==> src/hw/mem_map_pkg.sv <==
// sram memory map: bus widths, client address widths and partition prefixes
`default_nettype none

package mem_map_pkg;

   // ----------------------------------------
   // sram bus
   // ----------------------------------------
   localparam int sram_addr_w = 18;
   localparam int sram_data_w = 32;

   // ----------------------------------------
   // client ports
   // ----------------------------------------
   // microcode word is split over two sram words
   localparam int mcr_addr_w  = 14;
   localparam int mcr_data_w  = 49;
   localparam int vram_addr_w = 15;
   localparam int main_addr_w = 22;
   // low main address bits that land in the sram
   localparam int main_sram_w = 17;

   // ----------------------------------------
   // partitions, top address bits
   // ----------------------------------------
   // 0xx main memory, 10x microcode, 11x video
   localparam logic [2:0] mcr_prefix  = 3'b100;
   localparam logic [2:0] vram_prefix = 3'b110;

endpackage

`default_nettype wire

==> src/hw/slot_pkg.sv <==
// slot and access-kind types shared by the controller blocks
`default_nettype none

package slot_pkg;

   // eight-slot access cycle
   // s1/s2 microcode, s3 display, s6 cpu video or main memory
   typedef enum logic [3:0] {
      slot_s1,
      slot_s2,
      slot_s3,
      slot_s4,
      slot_s5,
      slot_s6,
      slot_s7,
      slot_s8
   } slot_t;

   // owner of slot s6 for the current cycle
   typedef enum logic [2:0] {
      acc_none,
      acc_vram_rd,
      acc_vram_wr,
      acc_main_rd,
      acc_main_wr
   } access_t;

endpackage

`default_nettype wire

==> src/hw/slot_sequencer.sv <==
// slot sequencer: eight-slot sram access cycle, held in s1 until prefetch
`default_nettype none
`timescale 1ns/1ps

module slot_sequencer
   import slot_pkg::*;
(
   input  wire   clk,
   input  wire   reset,
   input  wire   prefetch,
   output slot_t slot
);

   slot_t slot_next;

   // ----------------------------------------
   // next slot
   // ----------------------------------------
   always_comb
   begin
      case (slot)
         // wait here for the cpu to ask for the next microcode word
         slot_s1: slot_next = prefetch ? slot_s2 : slot_s1;
         slot_s2: slot_next = slot_s3;
         slot_s3: slot_next = slot_s4;
         slot_s4: slot_next = slot_s5;
         slot_s5: slot_next = slot_s6;
         slot_s6: slot_next = slot_s7;
         slot_s7: slot_next = slot_s8;
         slot_s8: slot_next = slot_s1;
         default: slot_next = slot_s1;
      endcase
   end

   // ----------------------------------------
   // state register
   // ----------------------------------------
   always_ff @(posedge clk)
   begin
      if (reset)
      begin
         slot <= slot_s1;
      end
      else
      begin
         slot <= slot_next;
      end
   end

endmodule

`default_nettype wire

==> src/hw/sram_bus_driver.sv <==
// sram bus driver: per-slot address, strobes and write data, and s6 arbitration
`default_nettype none
`timescale 1ns/1ps

module sram_bus_driver
   import mem_map_pkg::*, slot_pkg::*;
#(
   parameter int main_limit_bits = 5
)
(
   input  slot_t                   slot,
   input  wire [mcr_addr_w-1:0]    mcr_addr,
   input  wire [mcr_data_w-1:0]    mcr_data_in,
   input  wire                     mcr_write,
   input  wire [vram_addr_w-1:0]   vram_vga_addr,
   input  wire                     vram_vga_req,
   input  wire [vram_addr_w-1:0]   vram_cpu_addr,
   input  wire [sram_data_w-1:0]   vram_cpu_data_in,
   input  wire                     vram_cpu_req,
   input  wire                     vram_cpu_write,
   input  wire                     vram_cpu_busy,
   input  wire [main_addr_w-1:0]   main_addr,
   input  wire [sram_data_w-1:0]   main_data_in,
   input  wire                     main_req,
   input  wire                     main_write,
   input  wire                     main_busy,
   output access_t                 s6_access,
   output logic [sram_addr_w-1:0]  sram_a,
   output logic                    sram_oe_n,
   output logic                    sram_we_n,
   output logic [sram_data_w-1:0]  sram_dq_out,
   output logic                    sram_dq_oe
);

   logic main_in_range;
   logic rd;
   logic wr;

   // upper main address bits must be clear to reach the sram
   assign main_in_range = (main_addr[main_sram_w +: main_limit_bits] == '0);

   // ----------------------------------------
   // slot s6 owner
   // ----------------------------------------
   always_comb
   begin
      // video first, main memory waits a cycle
      // a client still showing its flag is skipped
      if (vram_cpu_req && !vram_cpu_busy)
         s6_access = acc_vram_rd;
      else if (vram_cpu_write && !vram_cpu_busy)
         s6_access = acc_vram_wr;
      else if (main_req && !main_busy)
         s6_access = acc_main_rd;
      else if (main_write && !main_busy)
         s6_access = acc_main_wr;
      else
         s6_access = acc_none;
   end

   // ----------------------------------------
   // address, direction, write data
   // ----------------------------------------
   always_comb
   begin
      sram_a      = '0;
      sram_dq_out = '0;
      rd          = 1'b0;
      wr          = 1'b0;
      case (slot)
         slot_s1:
         begin
            // microcode upper half, bit 48 on dq 16
            sram_a = {mcr_prefix, mcr_addr, 1'b0};
            sram_dq_out[mcr_data_w-sram_data_w-1:0] = mcr_data_in[mcr_data_w-1:sram_data_w];
            rd = !mcr_write;
            wr = mcr_write;
         end
         slot_s2:
         begin
            // microcode low word
            sram_a      = {mcr_prefix, mcr_addr, 1'b1};
            sram_dq_out = mcr_data_in[sram_data_w-1:0];
            rd = !mcr_write;
            wr = mcr_write;
         end
         slot_s3:
         begin
            // display fetch
            sram_a = {vram_prefix, vram_vga_addr};
            rd     = vram_vga_req;
         end
         slot_s6:
         begin
            case (s6_access)
               acc_vram_rd:
               begin
                  sram_a = {vram_prefix, vram_cpu_addr};
                  rd     = 1'b1;
               end
               acc_vram_wr:
               begin
                  sram_a      = {vram_prefix, vram_cpu_addr};
                  sram_dq_out = vram_cpu_data_in;
                  wr          = 1'b1;
               end
               acc_main_rd:
               begin
                  sram_a = {1'b0, main_addr[main_sram_w-1:0]};
                  rd     = 1'b1;
               end
               acc_main_wr:
               begin
                  sram_a      = {1'b0, main_addr[main_sram_w-1:0]};
                  sram_dq_out = main_data_in;
                  // out of range writes vanish
                  wr          = main_in_range;
               end
               default:
               begin
                  sram_a = '0;
               end
            endcase
         end
         default:
         begin
            // idle slots, bus released
            sram_a = '0;
         end
      endcase
   end

   // strobes are active low at the pins
   assign sram_oe_n  = !rd;
   assign sram_we_n  = !wr;
   assign sram_dq_oe = wr;

endmodule

`default_nettype wire

==> src/hw/port_capture.sv <==
// port capture: read data registers and ready/done handshake of the four clients
`default_nettype none
`timescale 1ns/1ps

module port_capture
   import mem_map_pkg::*, slot_pkg::*;
#(
   parameter int main_limit_bits = 5
)
(
   input  wire                     clk,
   input  wire                     reset,
   input  slot_t                   slot,
   input  access_t                 s6_access,
   input  wire [sram_data_w-1:0]   sram_dq_in,
   input  wire                     mcr_write,
   input  wire                     vram_vga_req,
   input  wire                     vram_cpu_req,
   input  wire                     vram_cpu_write,
   input  wire [main_addr_w-1:0]   main_addr,
   input  wire                     main_req,
   input  wire                     main_write,
   output logic [mcr_data_w-1:0]   mcr_data_out,
   output logic                    mcr_ready,
   output logic                    mcr_done,
   output logic [sram_data_w-1:0]  vram_vga_data_out,
   output logic                    vram_vga_ready,
   output logic [sram_data_w-1:0]  vram_cpu_data_out,
   output logic                    vram_cpu_ready,
   output logic                    vram_cpu_done,
   output logic                    vram_cpu_busy,
   output logic [sram_data_w-1:0]  main_data_out,
   output logic                    main_ready,
   output logic                    main_done,
   output logic                    main_busy
);

   logic main_in_range;

   assign main_in_range = (main_addr[main_sram_w +: main_limit_bits] == '0);

   // ----------------------------------------
   // microcode in fixed slots s1 and s2
   // ----------------------------------------
   always_ff @(posedge clk)
   begin
      if (reset)
      begin
         mcr_data_out <= '0;
         mcr_ready    <= 1'b0;
         mcr_done     <= 1'b0;
      end
      else
      begin
         // upper 17 bits from s1 and low word from s2
         if (slot == slot_s1 && !mcr_write)
            mcr_data_out[mcr_data_w-1:sram_data_w] <= sram_dq_in[mcr_data_w-sram_data_w-1:0];
         if (slot == slot_s2 && !mcr_write)
            mcr_data_out[sram_data_w-1:0] <= sram_dq_in;
         // one clock pulse high during s3
         mcr_ready <= (slot == slot_s2);
         mcr_done  <= (slot == slot_s2) && mcr_write;
      end
   end

   // ----------------------------------------
   // display read in slot s3
   // ----------------------------------------
   always_ff @(posedge clk)
   begin
      if (reset)
      begin
         vram_vga_data_out <= '0;
         vram_vga_ready    <= 1'b0;
      end
      else
      begin
         if (slot == slot_s3 && vram_vga_req && !vram_vga_ready)
         begin
            vram_vga_data_out <= sram_dq_in;
            vram_vga_ready    <= 1'b1;
         end
         // flag follows the request down
         if (!vram_vga_req)
            vram_vga_ready <= 1'b0;
      end
   end

   // ----------------------------------------
   // cpu video and main memory in slot s6
   // ----------------------------------------
   always_ff @(posedge clk)
   begin
      if (reset)
      begin
         vram_cpu_data_out <= '0;
         vram_cpu_ready    <= 1'b0;
         vram_cpu_done     <= 1'b0;
         main_data_out     <= '0;
         main_ready        <= 1'b0;
         main_done         <= 1'b0;
      end
      else
      begin
         if (slot == slot_s6)
         begin
            case (s6_access)
               acc_vram_rd:
               begin
                  vram_cpu_data_out <= sram_dq_in;
                  vram_cpu_ready    <= 1'b1;
               end
               acc_vram_wr:
                  vram_cpu_done <= 1'b1;
               acc_main_rd:
               begin
                  // beyond the partition reads as all ones
                  main_data_out <= main_in_range ? sram_dq_in : '1;
                  main_ready    <= 1'b1;
               end
               // dropped writes still complete
               acc_main_wr:
                  main_done <= 1'b1;
               default:
                  ;
            endcase
         end
         if (!vram_cpu_req)
            vram_cpu_ready <= 1'b0;
         if (!vram_cpu_write)
            vram_cpu_done <= 1'b0;
         if (!main_req)
            main_ready <= 1'b0;
         if (!main_write)
            main_done <= 1'b0;
      end
   end

   // pending flag keeps the arbiter off a served client
   assign vram_cpu_busy = vram_cpu_ready | vram_cpu_done;
   assign main_busy     = main_ready | main_done;

endmodule

`default_nettype wire

==> src/hw/ram_controller.sv <==
// ram controller: four clients time-sliced onto one asynchronous sram bus
`default_nettype none
`timescale 1ns/1ps

module ram_controller
   import mem_map_pkg::*, slot_pkg::*;
#(
   parameter int main_limit_bits = 5
)
(
   input  wire                     clk,
   input  wire                     reset,
   input  wire                     prefetch,
   // microcode
   input  wire [mcr_addr_w-1:0]    mcr_addr,
   input  wire [mcr_data_w-1:0]    mcr_data_in,
   input  wire                     mcr_write,
   output wire [mcr_data_w-1:0]    mcr_data_out,
   output wire                     mcr_ready,
   output wire                     mcr_done,
   // display video
   input  wire [vram_addr_w-1:0]   vram_vga_addr,
   input  wire                     vram_vga_req,
   output wire [sram_data_w-1:0]   vram_vga_data_out,
   output wire                     vram_vga_ready,
   // cpu video
   input  wire [vram_addr_w-1:0]   vram_cpu_addr,
   input  wire [sram_data_w-1:0]   vram_cpu_data_in,
   input  wire                     vram_cpu_req,
   input  wire                     vram_cpu_write,
   output wire [sram_data_w-1:0]   vram_cpu_data_out,
   output wire                     vram_cpu_ready,
   output wire                     vram_cpu_done,
   // main memory
   input  wire [main_addr_w-1:0]   main_addr,
   input  wire [sram_data_w-1:0]   main_data_in,
   input  wire                     main_req,
   input  wire                     main_write,
   output wire [sram_data_w-1:0]   main_data_out,
   output wire                     main_ready,
   output wire                     main_done,
   // sram pins, data bus split in and out
   output wire [sram_addr_w-1:0]   sram_a,
   output wire                     sram_oe_n,
   output wire                     sram_we_n,
   output wire [sram_data_w-1:0]   sram_dq_out,
   output wire                     sram_dq_oe,
   input  wire [sram_data_w-1:0]   sram_dq_in
);

   slot_t   slot;
   access_t s6_access;
   wire     vram_cpu_busy;
   wire     main_busy;

   // ----------------------------------------
   // slot timing
   // ----------------------------------------
   slot_sequencer u_slot_sequencer (
      .clk      (clk),
      .reset    (reset),
      .prefetch (prefetch),
      .slot     (slot)
   );

   // ----------------------------------------
   // bus side
   // ----------------------------------------
   sram_bus_driver #(
      .main_limit_bits (main_limit_bits)
   ) u_sram_bus_driver (
      .slot             (slot),
      .mcr_addr         (mcr_addr),
      .mcr_data_in      (mcr_data_in),
      .mcr_write        (mcr_write),
      .vram_vga_addr    (vram_vga_addr),
      .vram_vga_req     (vram_vga_req),
      .vram_cpu_addr    (vram_cpu_addr),
      .vram_cpu_data_in (vram_cpu_data_in),
      .vram_cpu_req     (vram_cpu_req),
      .vram_cpu_write   (vram_cpu_write),
      .vram_cpu_busy    (vram_cpu_busy),
      .main_addr        (main_addr),
      .main_data_in     (main_data_in),
      .main_req         (main_req),
      .main_write       (main_write),
      .main_busy        (main_busy),
      .s6_access        (s6_access),
      .sram_a           (sram_a),
      .sram_oe_n        (sram_oe_n),
      .sram_we_n        (sram_we_n),
      .sram_dq_out      (sram_dq_out),
      .sram_dq_oe       (sram_dq_oe)
   );

   // ----------------------------------------
   // client side
   // ----------------------------------------
   port_capture #(
      .main_limit_bits (main_limit_bits)
   ) u_port_capture (
      .clk               (clk),
      .reset             (reset),
      .slot              (slot),
      .s6_access         (s6_access),
      .sram_dq_in        (sram_dq_in),
      .mcr_write         (mcr_write),
      .vram_vga_req      (vram_vga_req),
      .vram_cpu_req      (vram_cpu_req),
      .vram_cpu_write    (vram_cpu_write),
      .main_addr         (main_addr),
      .main_req          (main_req),
      .main_write        (main_write),
      .mcr_data_out      (mcr_data_out),
      .mcr_ready         (mcr_ready),
      .mcr_done          (mcr_done),
      .vram_vga_data_out (vram_vga_data_out),
      .vram_vga_ready    (vram_vga_ready),
      .vram_cpu_data_out (vram_cpu_data_out),
      .vram_cpu_ready    (vram_cpu_ready),
      .vram_cpu_done     (vram_cpu_done),
      .vram_cpu_busy     (vram_cpu_busy),
      .main_data_out     (main_data_out),
      .main_ready        (main_ready),
      .main_done         (main_done),
      .main_busy         (main_busy)
   );

endmodule

`default_nettype wire

==> config.mk <==
export PLATFORM = sky130hd
export DESIGN_NAME = ram_controller
export DESIGN_NICKNAME = d
export VERILOG_FILES = /design/src/hw/mem_map_pkg.sv /design/src/hw/slot_pkg.sv /design/src/hw/slot_sequencer.sv /design/src/hw/sram_bus_driver.sv /design/src/hw/port_capture.sv /design/src/hw/ram_controller.sv
export SDC_FILE = /design/constraint.sdc
export NUM_CORES = 1
export LEC_CHECK = 0
export BUFFER_PORTS_ARGS = -buffer_cell sky130_fd_sc_hd__buf_2
export CAP_MARGIN = 20
export CORE_AREA = 2 2 164 166
export DETAILED_ROUTE_END_ITERATION = 8
export DIE_AREA = 0 0 166 168
export PLACE_DENSITY = 0.65
export SETUP_SLACK_MARGIN = 0.05
export SLEW_MARGIN = 20
export SYNTH_ARGS = -nofsm -noshare
export SYNTH_HDL_FRONTEND = slang
export SYNTH_HIERARCHICAL = 1
export SYNTH_SLANG_ARGS = --single-unit
==> constraint.sdc <==
create_clock -name clk -period 2.5 [get_ports clk]
set_input_delay 0.75 -clock clk [delete_from_list [all_inputs] [get_ports clk]]
set_output_delay 0.75 -clock clk [all_outputs]
set_load 0.05 [all_outputs]
==> results.sh <==
export IMPL_slowest_stage="a221o_2"
export IMPL_drcViolationCount=0
export IMPL_worstMarginPinSlew_ns=0.5131
export IMPL_rsz0062_at_grt="yes"
export IMPL_antenna_left=0
export IMPL_maxCapViolCount=0
export IMPL_total_power_mw=7.144
export IMPL_cp_start_kind="register"
export IMPL_finClkSkew_ns=0.01628
export IMPL_yosys_register_bits=155
export IMPL_route_met3_wl_mm=2.484
export IMPL_wl_per_cell_um=22.49
export IMPL_max_clock_freq_mhz=353.3
export IMPL_place_gp_congestion=0.9048
export IMPL_antenna_found_initial=14
export IMPL_rows=60
export IMPL_setup_slack_ns=-0.3307
export IMPL_clock_latency_ns=0.43
export IMPL_io_pins=425
export IMPL_wirelength_mm=35.54
export IMPL_hold_viol=0
export IMPL_wl_met1_mm=14.15
export IMPL_p_per_area_mw_per_mm2=632.9
export IMPL_syn_area_mm2=0.007189
export IMPL_crit_arrival_ns=2.08
export IMPL_r2r_setup_slack_ns=0.14
export IMPL_final_cell_count_no_fill=1580
export IMPL_routed_via_density=5.449
export IMPL_multiInputGateArea_mm2=0.003847
export IMPL_wl_met2_mm=16.97
export IMPL_grt_total_usage_pct=24.17
export IMPL_synth_compound_area_share_pct=30.80
export IMPL_syn_nets=1023
export IMPL_tns_ns=-15.16
export IMPL_grt_pass1_wl_mm=51.93
export IMPL_dieArea_mm2=0.02789
export IMPL_top_layer_used="met4"
export IMPL_grt_pass1_vias=8298
export IMPL_synth_fa_ha_area_share_pct=0
export IMPL_ctsRootBufferMaster="clkbuf_16"
export IMPL_dieWidth_um=166
export IMPL_dp_cells=1535
export IMPL_crit_required_ns=1.75
export IMPL_fin_crit_ns=2.831
export IMPL_dp_slack_ns=-0.2589
export IMPL_grt_ovfl_total=0
export IMPL_die_h_um=168
export IMPL_ys_types=52
export IMPL_synth_edff_count=0
export IMPL_yosys_warnings=6
export IMPL_synth_simple_area_share_pct=17.25
export IMPL_stdcell_area_mm2=0.01129
export IMPL_min_period_over_period_pct=113.2
export IMPL_cts_max_path_buffers=2
export IMPL_area_growth_syn_to_layout_pct=57.01
export IMPL_setup_viol=53
export IMPL_crit_type="reg -> out"
export IMPL_critPathTopFamily="compound AO/OA/AOI/OAI gates"
export IMPL_outcome="finished, violations left"
export IMPL_violations="setup timing"
export IMPL_hpwlAfterDp_mm=26.13
export IMPL_cp_max_fo=34
export IMPL_vias=8609
export IMPL_first_pass_iters=5
export IMPL_synth_mux_area_share_pct=2.367
export IMPL_grt_max_degree=99
export IMPL_post_route_util_pct=42.84
export IMPL_max_vdd_ir_drop_uv=480.5
export IMPL_place_area_mm2=0.01022
export IMPL_cts_tree="done"
export IMPL_numCtsBuffers=17
export IMPL_cts_sinks=155
export IMPL_core_mm2=0.02635
export IMPL_final_nets=1436
export IMPL_fill_cells=2591
export IMPL_regArea_mm2=0.003117
export IMPL_slew_headroom_pct=65.58
export IMPL_slew_violations=0
export IMPL_hold_worst_slack_ns=0.4683
export IMPL_syn_inst=803
export IMPL_drive_above_1_share_pct=49.23
export IMPL_p_leak_nw=5.002
export IMPL_port_buffers=424
export IMPL_start_util_pct=27.28
export IMPL_crit_path_max_incr_delay_ns=0.40
export IMPL_end_kind="output port"
export IMPL_synthArstFlopShare_pct=0
export IMPL_synth_xor_area_share_pct=0.1218
export IMPL_synthFlopType="dfxtp_1"
export IMPL_first_iter_violations=602
export IMPL_clk_pin_slew_ns=0.07
export IMPL_yosysSeqAreaShare_pct=43.16
export IMPL_cts_max_level=4
export IMPL_critical_path_buf_inv_count=2
export IMPL_syn_area_per_cell_um2=8.953
export IMPL_hold_path_class="reg -> reg"
export IMPL_synth_top_family_by_area="compound AO/OA/AOI/OAI gates"
export IMPL_crit_chain="or2_4 -> o21ba_4 -> nor4_4 -> buf_12 -> a221o_2 -> buf_8"
[final cells by class]
cell class                      count  share of cell area, %
Multi-Input combinational cell    552                  34.08
Tap cell                          341                  3.780
Clock buffer                       18                  3.890
Antenna cell                       10                 0.2217
Inverter                            3                0.09976
Clock inverter                     14                  2.028
Timing Repair Buffer              487                  28.29
Sequential cell                   155                  27.61
[cells by family (layout without fill, tap and decap cells)]
family,count (synthesis),after routing
AOI/OAI and AO/OA,334,334
and+or+nand+nor,199,199
DFF,155,155
buffers and inverters,96,522
muxes,17,17
other,1,11
xor gates and xnor gates,1,1
[worst reg2reg max path, cell delays in order, from the launching register on]
cell	delay, ns
dfxtp_2	0.33
or2_4	0.29
nand2b_1	0.19
o22ai_1	0.17
buf_4	0.15
buf_4	0.11
buf_4	0.11
and3b_1	0.17
nand4_1	0.17
buf_4	0.29
o221a_1	0.27
[state kept, by name (all words and copies together), names as in the netlist, 3 cells and up]
signal                            flops
u_slot_sequencer/slot                 3
u_port_capture/main_data_out         32
u_port_capture/mcr_data_out          49
u_port_capture/vram_vga_data_out     32
u_port_capture/vram_cpu_data_out     32
[per-layer routing]
metal,vias to the layer above,track usage (%)
met5,-,0
met4,0,13.57
met3,88,5.383
met2,464,40.47
met1,4143,28.75
li1,3914,-
[timing repair]
| item | CTS | global route |
|---|---|---|
| endpoints found under the setup margin | 53 | 53 |
| pin swaps | 4 | 4 |
| setup buffers | 3 | 0 |
| hold buffers | 0 | 0 |
| resized for setup | 102 | 9 |
[cells in the final DEF (no fill, tap or decap), types with 15 or more instances in the layout]
cell type,netlist,layout
buf_2,17,370
dfxtp_1,155,148
a21oi_1,113,113
o21ai_0,103,103
nand3_1,81,81
buf_4,2,48
a221o_2,0,48
buf_6,8,40
nand4b_1,32,32
o221a_1,30,30
nor2_1,27,26
buf_12,0,19
clkbuf_16,0,17
mux2i_1,17,17
and3_1,16,16
a22o_1,15,15
[worst paths after layout]
check                                                                       start                                           endpoint  cells past startpoint
worst max-delay path                    u_port_capture/vram_cpu_done$_SDFFE_PP0P_                                    sram_dq_out[19]                      6
worst min-delay path            u_port_capture/vram_cpu_data_out[27]$_SDFFE_PP0P_  u_port_capture/vram_cpu_data_out[27]$_SDFFE_PP0P_                      2
worst max register to register              u_port_capture/main_done$_SDFFE_PP0P_      u_port_capture/main_data_out[11]$_SDFFE_PP0P_                     10
worst min register to register  u_port_capture/vram_cpu_data_out[27]$_SDFFE_PP0P_  u_port_capture/vram_cpu_data_out[27]$_SDFFE_PP0P_                      2
[cell usage after synthesis, drive strengths merged (6+ instances only)]
cell / count / area [um2]
dfxtp: 155 / 3103
a21oi: 114 / 574.3
o21ai: 113 / 565.5
nand3: 81 / 405.4
clkbuf: 65 / 244.0
a221o: 48 / 480.5
nand4b: 32 / 280.3
o221a: 32 / 360.3
buf: 28 / 193.9
nor2: 27 / 101.4
mux2i: 17 / 170.2
and3: 16 / 100.1
a22o: 15 / 131.4
nor3: 8 / 50.05
nand2b: 6 / 37.54
[power by group]
group | total (mW) | switching [mW] | leakage, nW | internal, mW
registers | 2.54 | 0.0273 | 1.26 | 2.52
clock network | 2.92 | 1.17 | 0.323 | 1.75
logic | 1.68 | 1.07 | 3.42 | 0.607
(Power assumes the default switching activity.)
